--- config.mk ---
export PLATFORM = sky130hd
export DESIGN_NAME = cache_top
export DESIGN_NICKNAME = d
export VERILOG_FILES = /design/src/rtl/cache_geom_pkg.sv /design/src/rtl/cache_line_pkg.sv /design/src/rtl/tag_lookup.sv /design/src/rtl/line_store.sv /design/src/rtl/cache_ctrl.sv /design/src/rtl/mem_port.sv /design/src/rtl/cache_top.sv
export SDC_FILE = /design/constraint.sdc
export NUM_CORES = 2
export LEC_CHECK = 0
export BUFFER_PORTS_ARGS = -buffer_cell sky130_fd_sc_hd__buf_4
export CORE_ASPECT_RATIO = 0.9
export CORE_MARGIN = 4
export CORE_UTILIZATION = 30
export DETAILED_ROUTE_END_ITERATION = 7
export PLACE_DENSITY = 0.54
export SLEW_MARGIN = 20
export SYNTH_ARGS = -nofsm -noshare
export SYNTH_HDL_FRONTEND = slang
export SYNTH_HIERARCHICAL = 1
export SYNTH_SLANG_ARGS = --single-unit
--- constraint.sdc ---
create_clock -name clk -period 17.3 [get_ports clk]
set_input_delay 1.73 -clock clk [delete_from_list [all_inputs] [get_ports clk]]
set_output_delay 1.73 -clock clk [all_outputs]
set_load 0.005 [all_outputs]
--- src/rtl/cache_geom_pkg.sv ---
`default_nettype none

package cache_geom_pkg;

    // word select within a block
    localparam int OFFSET_W        = 2;
    localparam int WORDS_PER_BLOCK = 4;

    // processor side data word
    typedef logic [31:0] word_t;

    // processor addresses words, not bytes
    typedef logic [29:0] proc_addr_t;

    // memory side address, word address without the offset
    typedef logic [$bits(proc_addr_t)-OFFSET_W-1:0] block_addr_t;

endpackage

`default_nettype wire

--- src/rtl/cache_line_pkg.sv ---
`default_nettype none

package cache_line_pkg;

    import cache_geom_pkg::*;

    // one memory block, 128 bits
    typedef logic [WORDS_PER_BLOCK*$bits(word_t)-1:0] block_t;

    // word k sits at bits 32k+31:32k
    typedef union packed
    {
        block_t                           flat;
        word_t [WORDS_PER_BLOCK-1:0]      words;
    } line_data_u;

    // miss handling states
    typedef enum logic [1:0]
    {
        st_idle       = 2'd0,
        st_write_back = 2'd1,
        st_refill     = 2'd2,
        st_merge      = 2'd3
    } ctrl_state_t;

endpackage

`default_nettype wire

--- src/rtl/tag_lookup.sv ---
`default_nettype none

module tag_lookup
    import cache_geom_pkg::*;
#(
    parameter int INDEX_W = 3
) (
    input  logic                                    clk,
    input  logic                                    proc_reset,
    input  logic [INDEX_W-1:0]                      index,
    input  logic [$bits(block_addr_t)-INDEX_W-1:0]  req_tag,
    input  logic                                    fill,
    input  logic                                    set_dirty,
    input  logic                                    clear_dirty,
    output logic                                    hit,
    output logic                                    victim_dirty,
    output logic [$bits(block_addr_t)-INDEX_W-1:0]  victim_tag
);

    localparam int TAG_W = $bits(block_addr_t) - INDEX_W;
    localparam int LINES = 1 << INDEX_W;

    logic [TAG_W-1:0] tag_mem [LINES];
    logic [LINES-1:0] valid_q;
    logic [LINES-1:0] dirty_q;

    logic [TAG_W-1:0] cur_tag;

    assign cur_tag = tag_mem[index];

    assign hit          = valid_q[index] && (cur_tag == req_tag);
    assign victim_dirty = valid_q[index] && dirty_q[index];
    assign victim_tag   = cur_tag;

    // tag array
    always_ff @(posedge clk)
    begin
        if (fill)
            tag_mem[index] <= req_tag;
    end

    always_ff @(posedge clk)
    begin
        if (proc_reset)
        begin
            valid_q <= '0;
            dirty_q <= '0;
        end
        else if (fill)
        begin
            valid_q[index] <= 1'b1;
            dirty_q[index] <= 1'b0;   // fresh block is clean
        end
        else if (set_dirty)
            dirty_q[index] <= 1'b1;
        else if (clear_dirty)
            dirty_q[index] <= 1'b0;   // victim written back
    end

endmodule

`default_nettype wire

--- src/rtl/line_store.sv ---
`default_nettype none

module line_store
    import cache_geom_pkg::*;
    import cache_line_pkg::*;
#(
    parameter int INDEX_W = 3
) (
    input  logic                 clk,
    input  logic                 proc_reset,
    input  logic [INDEX_W-1:0]   index,
    input  logic [OFFSET_W-1:0]  offset,
    input  logic                 fill_en,
    input  block_t               fill_data,
    input  logic                 write_en,
    input  word_t                wdata,
    output word_t                rdata,
    output line_data_u           line_data
);

    localparam int LINES = 1 << INDEX_W;

    line_data_u store [LINES];

    line_data_u cur_line;
    line_data_u next_line;

    assign cur_line = store[index];

    // read side
    assign rdata     = cur_line.words[offset];
    assign line_data = cur_line;   // whole block for write-back

    // refill replaces the block, a write merges one word
    always_comb
    begin
        next_line = cur_line;
        if (fill_en)
            next_line.flat = fill_data;
        else
            next_line.words[offset] = wdata;
    end

    // data array
    always_ff @(posedge clk)
    begin
        if (!proc_reset && (fill_en || write_en))
            store[index] <= next_line;
    end

endmodule

`default_nettype wire

--- src/rtl/cache_ctrl.sv ---
`default_nettype none

module cache_ctrl
    import cache_geom_pkg::*;
    import cache_line_pkg::*;
#(
    parameter int INDEX_W = 3
) (
    input  logic                                    clk,
    input  logic                                    proc_reset,
    input  logic                                    proc_read,
    input  logic                                    proc_write,
    input  proc_addr_t                              proc_addr,
    input  logic                                    hit,
    input  logic                                    victim_dirty,
    input  logic [$bits(block_addr_t)-INDEX_W-1:0]  victim_tag,
    input  logic                                    mem_done,
    output logic                                    proc_stall,
    output logic                                    fill,
    output logic                                    set_dirty,
    output logic                                    clear_dirty,
    output logic                                    fill_en,
    output logic                                    write_en,
    output logic                                    start_read,
    output logic                                    start_write,
    output block_addr_t                             req_block_addr
);

    ctrl_state_t state_q;
    ctrl_state_t state_d;

    logic               req;
    logic               miss;
    logic [INDEX_W-1:0] index;
    block_addr_t        req_addr;
    block_addr_t        victim_addr;

    assign req  = proc_read || proc_write;
    assign miss = req && !hit;

    assign index       = proc_addr[OFFSET_W +: INDEX_W];
    assign req_addr    = proc_addr[$bits(proc_addr_t)-1:OFFSET_W];
    assign victim_addr = {victim_tag, index};

    // processor waits until idle and hitting
    assign proc_stall = req && ((state_q != st_idle) || !hit);

    // victim address only when evicting
    assign req_block_addr = start_write ? victim_addr : req_addr;

    always_comb
    begin
        state_d     = state_q;
        fill        = 1'b0;
        fill_en     = 1'b0;
        write_en    = 1'b0;
        set_dirty   = 1'b0;
        clear_dirty = 1'b0;
        start_read  = 1'b0;
        start_write = 1'b0;

        case (state_q)
            st_idle:
            begin
                if (miss && victim_dirty)
                begin
                    start_write = 1'b1;
                    state_d     = st_write_back;
                end
                else if (miss)
                begin
                    start_read = 1'b1;
                    state_d    = st_refill;
                end
                else if (proc_write)
                begin
                    write_en  = 1'b1;   // write hit, never goes to memory
                    set_dirty = 1'b1;
                end
            end
            st_write_back:
            begin
                if (mem_done)
                begin
                    clear_dirty = 1'b1;
                    start_read  = 1'b1;  // refill right after write-back
                    state_d     = st_refill;
                end
            end
            st_refill:
            begin
                if (mem_done)
                begin
                    fill    = 1'b1;
                    fill_en = 1'b1;
                    state_d = proc_write ? st_merge : st_idle;
                end
            end
            st_merge:
            begin
                write_en  = 1'b1;
                set_dirty = 1'b1;
                state_d   = st_idle;
            end
            default:
                state_d = st_idle;
        endcase
    end

    always_ff @(posedge clk)
    begin
        if (proc_reset)
            state_q <= st_idle;
        else
            state_q <= state_d;
    end

endmodule

`default_nettype wire

--- src/rtl/mem_port.sv ---
`default_nettype none

module mem_port
    import cache_geom_pkg::*;
    import cache_line_pkg::*;
(
    input  logic         clk,
    input  logic         proc_reset,
    input  logic         start_read,
    input  logic         start_write,
    input  block_addr_t  req_block_addr,
    input  line_data_u   line_data,
    input  logic         mem_ready,
    output logic         mem_done,
    output logic         mem_read,
    output logic         mem_write,
    output block_addr_t  mem_addr,
    output block_t       mem_wdata
);

    logic pending;

    assign pending  = mem_read || mem_write;
    assign mem_done = pending && mem_ready;   // ready only counts for our request

    always_ff @(posedge clk)
    begin
        if (proc_reset)
        begin
            mem_read  <= 1'b0;
            mem_write <= 1'b0;
            mem_addr  <= '0;
            mem_wdata <= '0;
        end
        else if (start_read || start_write)
        begin
            mem_read  <= start_read;
            mem_write <= start_write;
            mem_addr  <= req_block_addr;
            if (start_write)
                mem_wdata <= line_data.flat;   // victim block
        end
        else if (mem_done)
        begin
            mem_read  <= 1'b0;
            mem_write <= 1'b0;
        end
    end

endmodule

`default_nettype wire

--- src/rtl/cache_top.sv ---
`default_nettype none

module cache_top
    import cache_geom_pkg::*;
    import cache_line_pkg::*;
#(
    parameter int INDEX_W = 3
) (
    input  logic         clk,
    input  logic         proc_reset,
    input  logic         proc_read,
    input  logic         proc_write,
    input  proc_addr_t   proc_addr,
    input  word_t        proc_wdata,
    output logic         proc_stall,
    output word_t        proc_rdata,
    output logic         mem_read,
    output logic         mem_write,
    output block_addr_t  mem_addr,
    input  block_t       mem_rdata,
    output block_t       mem_wdata,
    input  logic         mem_ready
);

    localparam int TAG_W = $bits(block_addr_t) - INDEX_W;

    // address split
    logic [INDEX_W-1:0]  index;
    logic [TAG_W-1:0]    tag;
    logic [OFFSET_W-1:0] offset;

    logic                hit;
    logic                victim_dirty;
    logic [TAG_W-1:0]    victim_tag;
    logic                fill;
    logic                set_dirty;
    logic                clear_dirty;
    logic                fill_en;
    logic                write_en;
    logic                start_read;
    logic                start_write;
    block_addr_t         req_block_addr;
    line_data_u          line_data;
    logic                mem_done;

    assign offset = proc_addr[OFFSET_W-1:0];
    assign index  = proc_addr[OFFSET_W +: INDEX_W];
    assign tag    = proc_addr[$bits(proc_addr_t)-1 -: TAG_W];

    tag_lookup #(
        .INDEX_W (INDEX_W)
    ) u_tag_lookup (
        .clk          (clk),
        .proc_reset   (proc_reset),
        .index        (index),
        .req_tag      (tag),
        .fill         (fill),
        .set_dirty    (set_dirty),
        .clear_dirty  (clear_dirty),
        .hit          (hit),
        .victim_dirty (victim_dirty),
        .victim_tag   (victim_tag)
    );

    line_store #(
        .INDEX_W (INDEX_W)
    ) u_line_store (
        .clk        (clk),
        .proc_reset (proc_reset),
        .index      (index),
        .offset     (offset),
        .fill_en    (fill_en),
        .fill_data  (mem_rdata),
        .write_en   (write_en),
        .wdata      (proc_wdata),
        .rdata      (proc_rdata),
        .line_data  (line_data)
    );

    cache_ctrl #(
        .INDEX_W (INDEX_W)
    ) u_cache_ctrl (
        .clk            (clk),
        .proc_reset     (proc_reset),
        .proc_read      (proc_read),
        .proc_write     (proc_write),
        .proc_addr      (proc_addr),
        .hit            (hit),
        .victim_dirty   (victim_dirty),
        .victim_tag     (victim_tag),
        .mem_done       (mem_done),
        .proc_stall     (proc_stall),
        .fill           (fill),
        .set_dirty      (set_dirty),
        .clear_dirty    (clear_dirty),
        .fill_en        (fill_en),
        .write_en       (write_en),
        .start_read     (start_read),
        .start_write    (start_write),
        .req_block_addr (req_block_addr)
    );

    mem_port u_mem_port (
        .clk            (clk),
        .proc_reset     (proc_reset),
        .start_read     (start_read),
        .start_write    (start_write),
        .req_block_addr (req_block_addr),
        .line_data      (line_data),
        .mem_ready      (mem_ready),
        .mem_done       (mem_done),
        .mem_read       (mem_read),
        .mem_write      (mem_write),
        .mem_addr       (mem_addr),
        .mem_wdata      (mem_wdata)
    );

endmodule

`default_nettype wire

# Yosys cells after proc, flatten, opt, wreduce, memory -nomap -nowiden
# Memories as Yosys holds them, arrays and structs flattened.
# Index checks and enable logic that the tools add are counted.
# classes
n_eq_ne	7
n_reduce_logical	22
bitwise_logic	4
n_mux	41
n_lt_le_gt_ge	4
# op_table
cell	count
128-bit bitwise mux	1
128-bit two-way mux	1
32-bit binary-select mux with 2-bit select	1
32-bit demux with 2-bit select	1
32-bit two-way mux	2
28-bit two-way mux	1
25-bit equality test	1
8-bit two-way mux	3
1-bit two-way mux	20
8-bit OR	2
2-bit two-way mux	5
1-bit logical AND	9
8-bit AND	1
8-bit NOT	1
2-bit one-hot mux with 4 select lines	1
1-bit binary-select mux with 3-bit select	2
1-bit logical OR	5
2-bit equality test, second input constant	2
3-bit by 4-bit < comparator with 1-bit output, second input constant	1
2-bit inequality test, second input constant	2
1-bit one-hot mux with 2 select lines	2
2-bit nonzero test	2
1-bit demux with 3-bit select	1
3-bit by 1-bit >= comparator with 1-bit output, second input constant	1
other kinds (9)	10
# totals
in_bits	195
n_memories	2
register_bits	176
ram_bits	1224
# mem_list
name	depth	width	read_ports	rd_clocked_by_memory_dff	write_ports	line	text
u_line_store.store	8	128	1	0	1	line_store.sv:23	line_data_u store [LINES];
u_tag_lookup.tag_mem	8	25	1	0	1	tag_lookup.sv:23	logic [TAG_W-1:0] tag_mem [LINES];

# Depth between registers and ports, before layout
# logic_depth
depth_word	12
depth_mapped	19

# Modules after synthesis
# Netlist, hierarchy kept.
# modules_own_cells
module	area_per_inst_um2	n_inst	cells_each
line_store	42129.2	1	2187
tag_lookup	8877.3	1	556
mem_port	5823.1	1	550
cache_ctrl	671.9	1	64

# Worst setup path after synthesis
# OpenSTA, ideal clock, no wires.
# synth_path
path_kind	input to register
startpoint	input proc_addr[2]
endpoint	memory u_line_store/store[0][0] (netlist name) (enable)
path_stages	15
slack_ns	3.540
n_path_buf	3
t_arrival_ns	12.987
required_ns	16.527
setup_time_ns	0.773
cell_sequence	buf_6 -> buf_6 -> mux2_4 -> o22ai_2 -> nor3_1 -> or4b_1 -> or4_1 -> nor4_2 -> a31oi_1 -> nor2_1 -> buf_4 -> nor2_1 -> nor2_1 -> nand2_1 -> nor3_1
# synth_via
elab_chain_len	12
# synth_rtl
element	line	text
start: declaration	cache_top.sv:13	input proc_addr_t proc_addr,
memory read 8 x 25 bit / 1-bit binary-select mux with 3-bit select (equally long branches)	--	
25-bit equality test / 1-bit two-way mux (equally long branches)	tag_lookup.sv:31	assign hit = valid_q[index] && (cur_tag == req_tag);
1-bit logical AND (*)	tag_lookup.sv:31	
net hit	cache_top.sv:32	logic hit;
1-bit logical NOT (*)	cache_ctrl.sv:39	assign miss = req && !hit;
1-bit logical AND (*)	cache_ctrl.sv:39	
1-bit two-way mux / 1-bit logical AND (equally long branches)	--	
1-bit two-way mux (*)	--	
1-bit one-hot mux with 2 select lines (*)	--	
net set_dirty	cache_top.sv:36	logic set_dirty;
1-bit logical OR (*)	line_store.sv:47	if (!proc_reset && (fill_en || write_en))
1-bit logical AND (*)	line_store.sv:47	
1-bit two-way mux (*)	line_store.sv:47	
1-bit two-way mux (not written as such) (*)	line_store.sv:48	store[index] <= next_line;
end: declaration	line_store.sv:23	
# The timed path passes the listed nets; every way through them passes the cells marked *. The select of a mux whose other input is x is not followed.

# Final worst setup path
# layout_path
startpoint	input proc_addr[2]
endpoint	memory u_line_store/store[0][120] (netlist name) (enable)
# The elaborated chain is that of the path after synthesis.

==> flow_summary.yaml <==
place:
  dp_slack_ns: 7.62
  place_hpwl_um: 110000
  place_congestion: 0.822
  portBuffers: 385
  placed_area_sq_um: 63000
  dp.cells: 6109
synth:
  ys_top_cells_by_count: "1224 x edfxtp_1, 264 x mux2i_1, 243 x nor2_1"
  synth_top_area_share_pct: 63.9
  ys_warn_count: 6
  async_reset_ff_share_pct: 0
  synth_edf_count: 1224
  avgSynthCellArea_sq_um: 17.1
  synth_most_common_cell: "edfxtp_1"
  syn_nets: 3556
  synthCells: 3357
  synthDistinctLibCells: 67
  synth-seq-cells: 1400
  synth_area_leaders: "edfxtp_1 64%, mux4_2 9.4%, dfxtp_1 6.1%"
  synthFlopType: "edfxtp_1"
  ys_seq_area_share_pct: 70.0
  post-synth-top-area-cell: "edfxtp_1"
  syn_area_sq_um: 57500
run_status:
  status: "completed"
route:
  drt_iter0_drc: 3197
  ant_nets: 0
  wire_per_inst_um: 26.9
  num_vias: 32155
  wl_um: 172000
  drt-pass1-iter-count: 5
  drc_errors: 0
  viasPerCell: 5.03
die:
  dieWidth_um: 469
  rows: 152
  die_h_um: 423
  core_sq_um: 191000
  start_util_pct: 30.2
  die_area_sq_um: 199000
  ios: 386
final_layout:
  post-route-cell-area_sq_um: 68000
  area_growth_pct: 18.2
  fillers: 18016
  nets: 3919
  drive_gt1_share_pct: 29.8
  stdcell_count: 6390
  postLayoutCoreUtil_pct: 35.7
clock_tree:
  clk_pin_slew_ns: 0.06
  numCtsBuffers: 149
  clk_latency_ns: 0.79
  clockBufferDepth: 3
  postCtsSetupRepairBufs: 0
  clock-sinks: 1400
  h-tree-depth: 4
  cts_resized: 0
  tritoncts: "yes"
  postCtsHoldBufs: 0
  cts_root_buffer: "clkbuf_16"
timing:
  slew_violations: 0
  fin_crit_ns: 8.54
  final_hold_viol_count: 0
  whs_ns: 0.468
  final.setup.worst_slack_ns: 8.76
  finClkSkew_ns: 0.0671
  setup_viol: 0
  finalCritPeriodShare_pct: 49.3
  worstMarginPinSlew_ns: 1.14
  maxSlewHeadroom_pct: 23.2
  rsz0062_at_grt: "no"
  fmax_mhz: 117
  fin_tns_setup_ns: 0
critical_path:
  critPathLaunchType: "primary input"
  end_kind: "flop"
  crit_fanout: 79
  worstPathRequired_ns: 17.67
  cp.arrival_ns: 8.91
  criticalPathCategory: "in -> reg"
global_routing:
  grt_pass1_wl_um: 244000
  track_usage_pct: 16.8
  grt_pass1_vias: 32408
  grt_antenna_before_repair: 10
  overflow: 0
  grt_max_degree: 137
power:
  p_total_mw: 7.85
  vdd_ir_drop_max_mv: 0.0930
  powerDensity_nw_per_um2: 115
  leakage_nw: 22.5
worst_hold_path:
  min_path_type: "reg -> reg"
flow_run:
  drv_cap: 0
## logic make-up (layout without fill, tap and decap cells)
logic type,after synthesis,after routing,share of synthesized area [%]
multiplexers,712,712,18.2
XOR/XNOR,7,7,0.107
buffers and inverters,235,724,2.16
AND/OR/NAND/NOR,563,563,4.53
AO/OA/AOI/OAI,436,436,4.84
other,0,3,0
flip-flops,1400,1400,70.0
adder cells (fa/ha/maj),4,4,0.0870
## area by class of cell
cell class,instances,area (sq um),area share [%]
Antenna cell,3,7.51,0.0110
Clock buffer,201,4110,6.04
Clock inverter,76,857,1.26
Inverter,14,65.1,0.0957
Multi-Input combinational cell,1722,16100,23.7
Sequential cell,1400,40300,59.2
Tap cell,2541,3180,4.68
Timing Repair Buffer,433,3370,4.96
## cells in the final DEF (no fill, tap or decap), types with 50 or more instances in the layout
| master | synthesis | routed |
|---|---|---|
| mux2_2 | 186 | 186 |
| o21ai_1 | 118 | 118 |
| mux2i_1 | 264 | 264 |
| nor2_1 | 243 | 236 |
| a21oi_1 | 50 | 50 |
| nand2_1 | 159 | 156 |
| buf_4 | 27 | 422 |
| o22ai_1 | 83 | 83 |
| mux4_2 | 241 | 241 |
| clkbuf_16 | 0 | 152 |
| dfxtp_1 | 176 | 176 |
| edfxtp_1 | 1224 | 1224 |
## report_power, final
| part | leakage (nW) | total [mW] | switching, mW | internal (mW) |
|---|---|---|---|---|
| clock | 2.42 | 3.21 | 1.38 | 1.83 |
| combinational | 7.67 | 0.784 | 0.519 | 0.265 |
| sequential | 12.4 | 3.85 | 0.0207 | 3.83 |
## final timing paths
| path | start | end | slack, ns | cells after the start |
|---|---|---|---|---|
| worst min register to register | u_tag_lookup/valid_q[3]$_SDFFE_PP0P_ | u_tag_lookup/valid_q[3]$_SDFFE_PP0P_ | 0.47 | 2 |
| worst min-delay path | u_tag_lookup/valid_q[3]$_SDFFE_PP0P_ | u_tag_lookup/valid_q[3]$_SDFFE_PP0P_ | 0.47 | 2 |
| worst max-delay path | proc_addr[2] | u_line_store/store[0][120]$_DFFE_PP_ | 8.76 | 16 |
| worst max register to register | u_tag_lookup/tag_mem[7][17]$_DFFE_PP_ | u_line_store/store[0][120]$_DFFE_PP_ | 11.14 | 14 |
## sequential cells by signal (all words and copies together), names as in the netlist, named ones only
register	flops
u_tag_lookup/valid_q	8
u_mem_port/mem_read	1
u_mem_port/mem_write	1
u_mem_port/mem_wdata	128
u_mem_port/mem_addr	28
u_line_store/store	1024
u_tag_lookup/tag_mem	200
u_cache_ctrl/state_q	2
## worst max-delay path: stages
cell and delay [ns]:
buf_6 0.62, buf_4 0.91, mux2_2 0.42, o22ai_1 0.23
nor3_1 0.09, or4b_1 0.53, or4_1 0.48, nor4_2 0.48
a31oi_1 0.14, nor2_1 0.56, nor2_1 0.08, nor2_1 0.16
nand2_1 0.24, nor3_4 0.62, buf_4 0.67, buf_4 0.73
## metal layers
layer,track usage (%),up-vias,share of wire [%]
met5,0,-,0.028
met4,6.40,8,3.9
met3,2.82,249,5.3
met2,28.4,1073,50
met1,21.7,16793,41
li1,-,14032,-
Power figures use the tool's default switching activity.
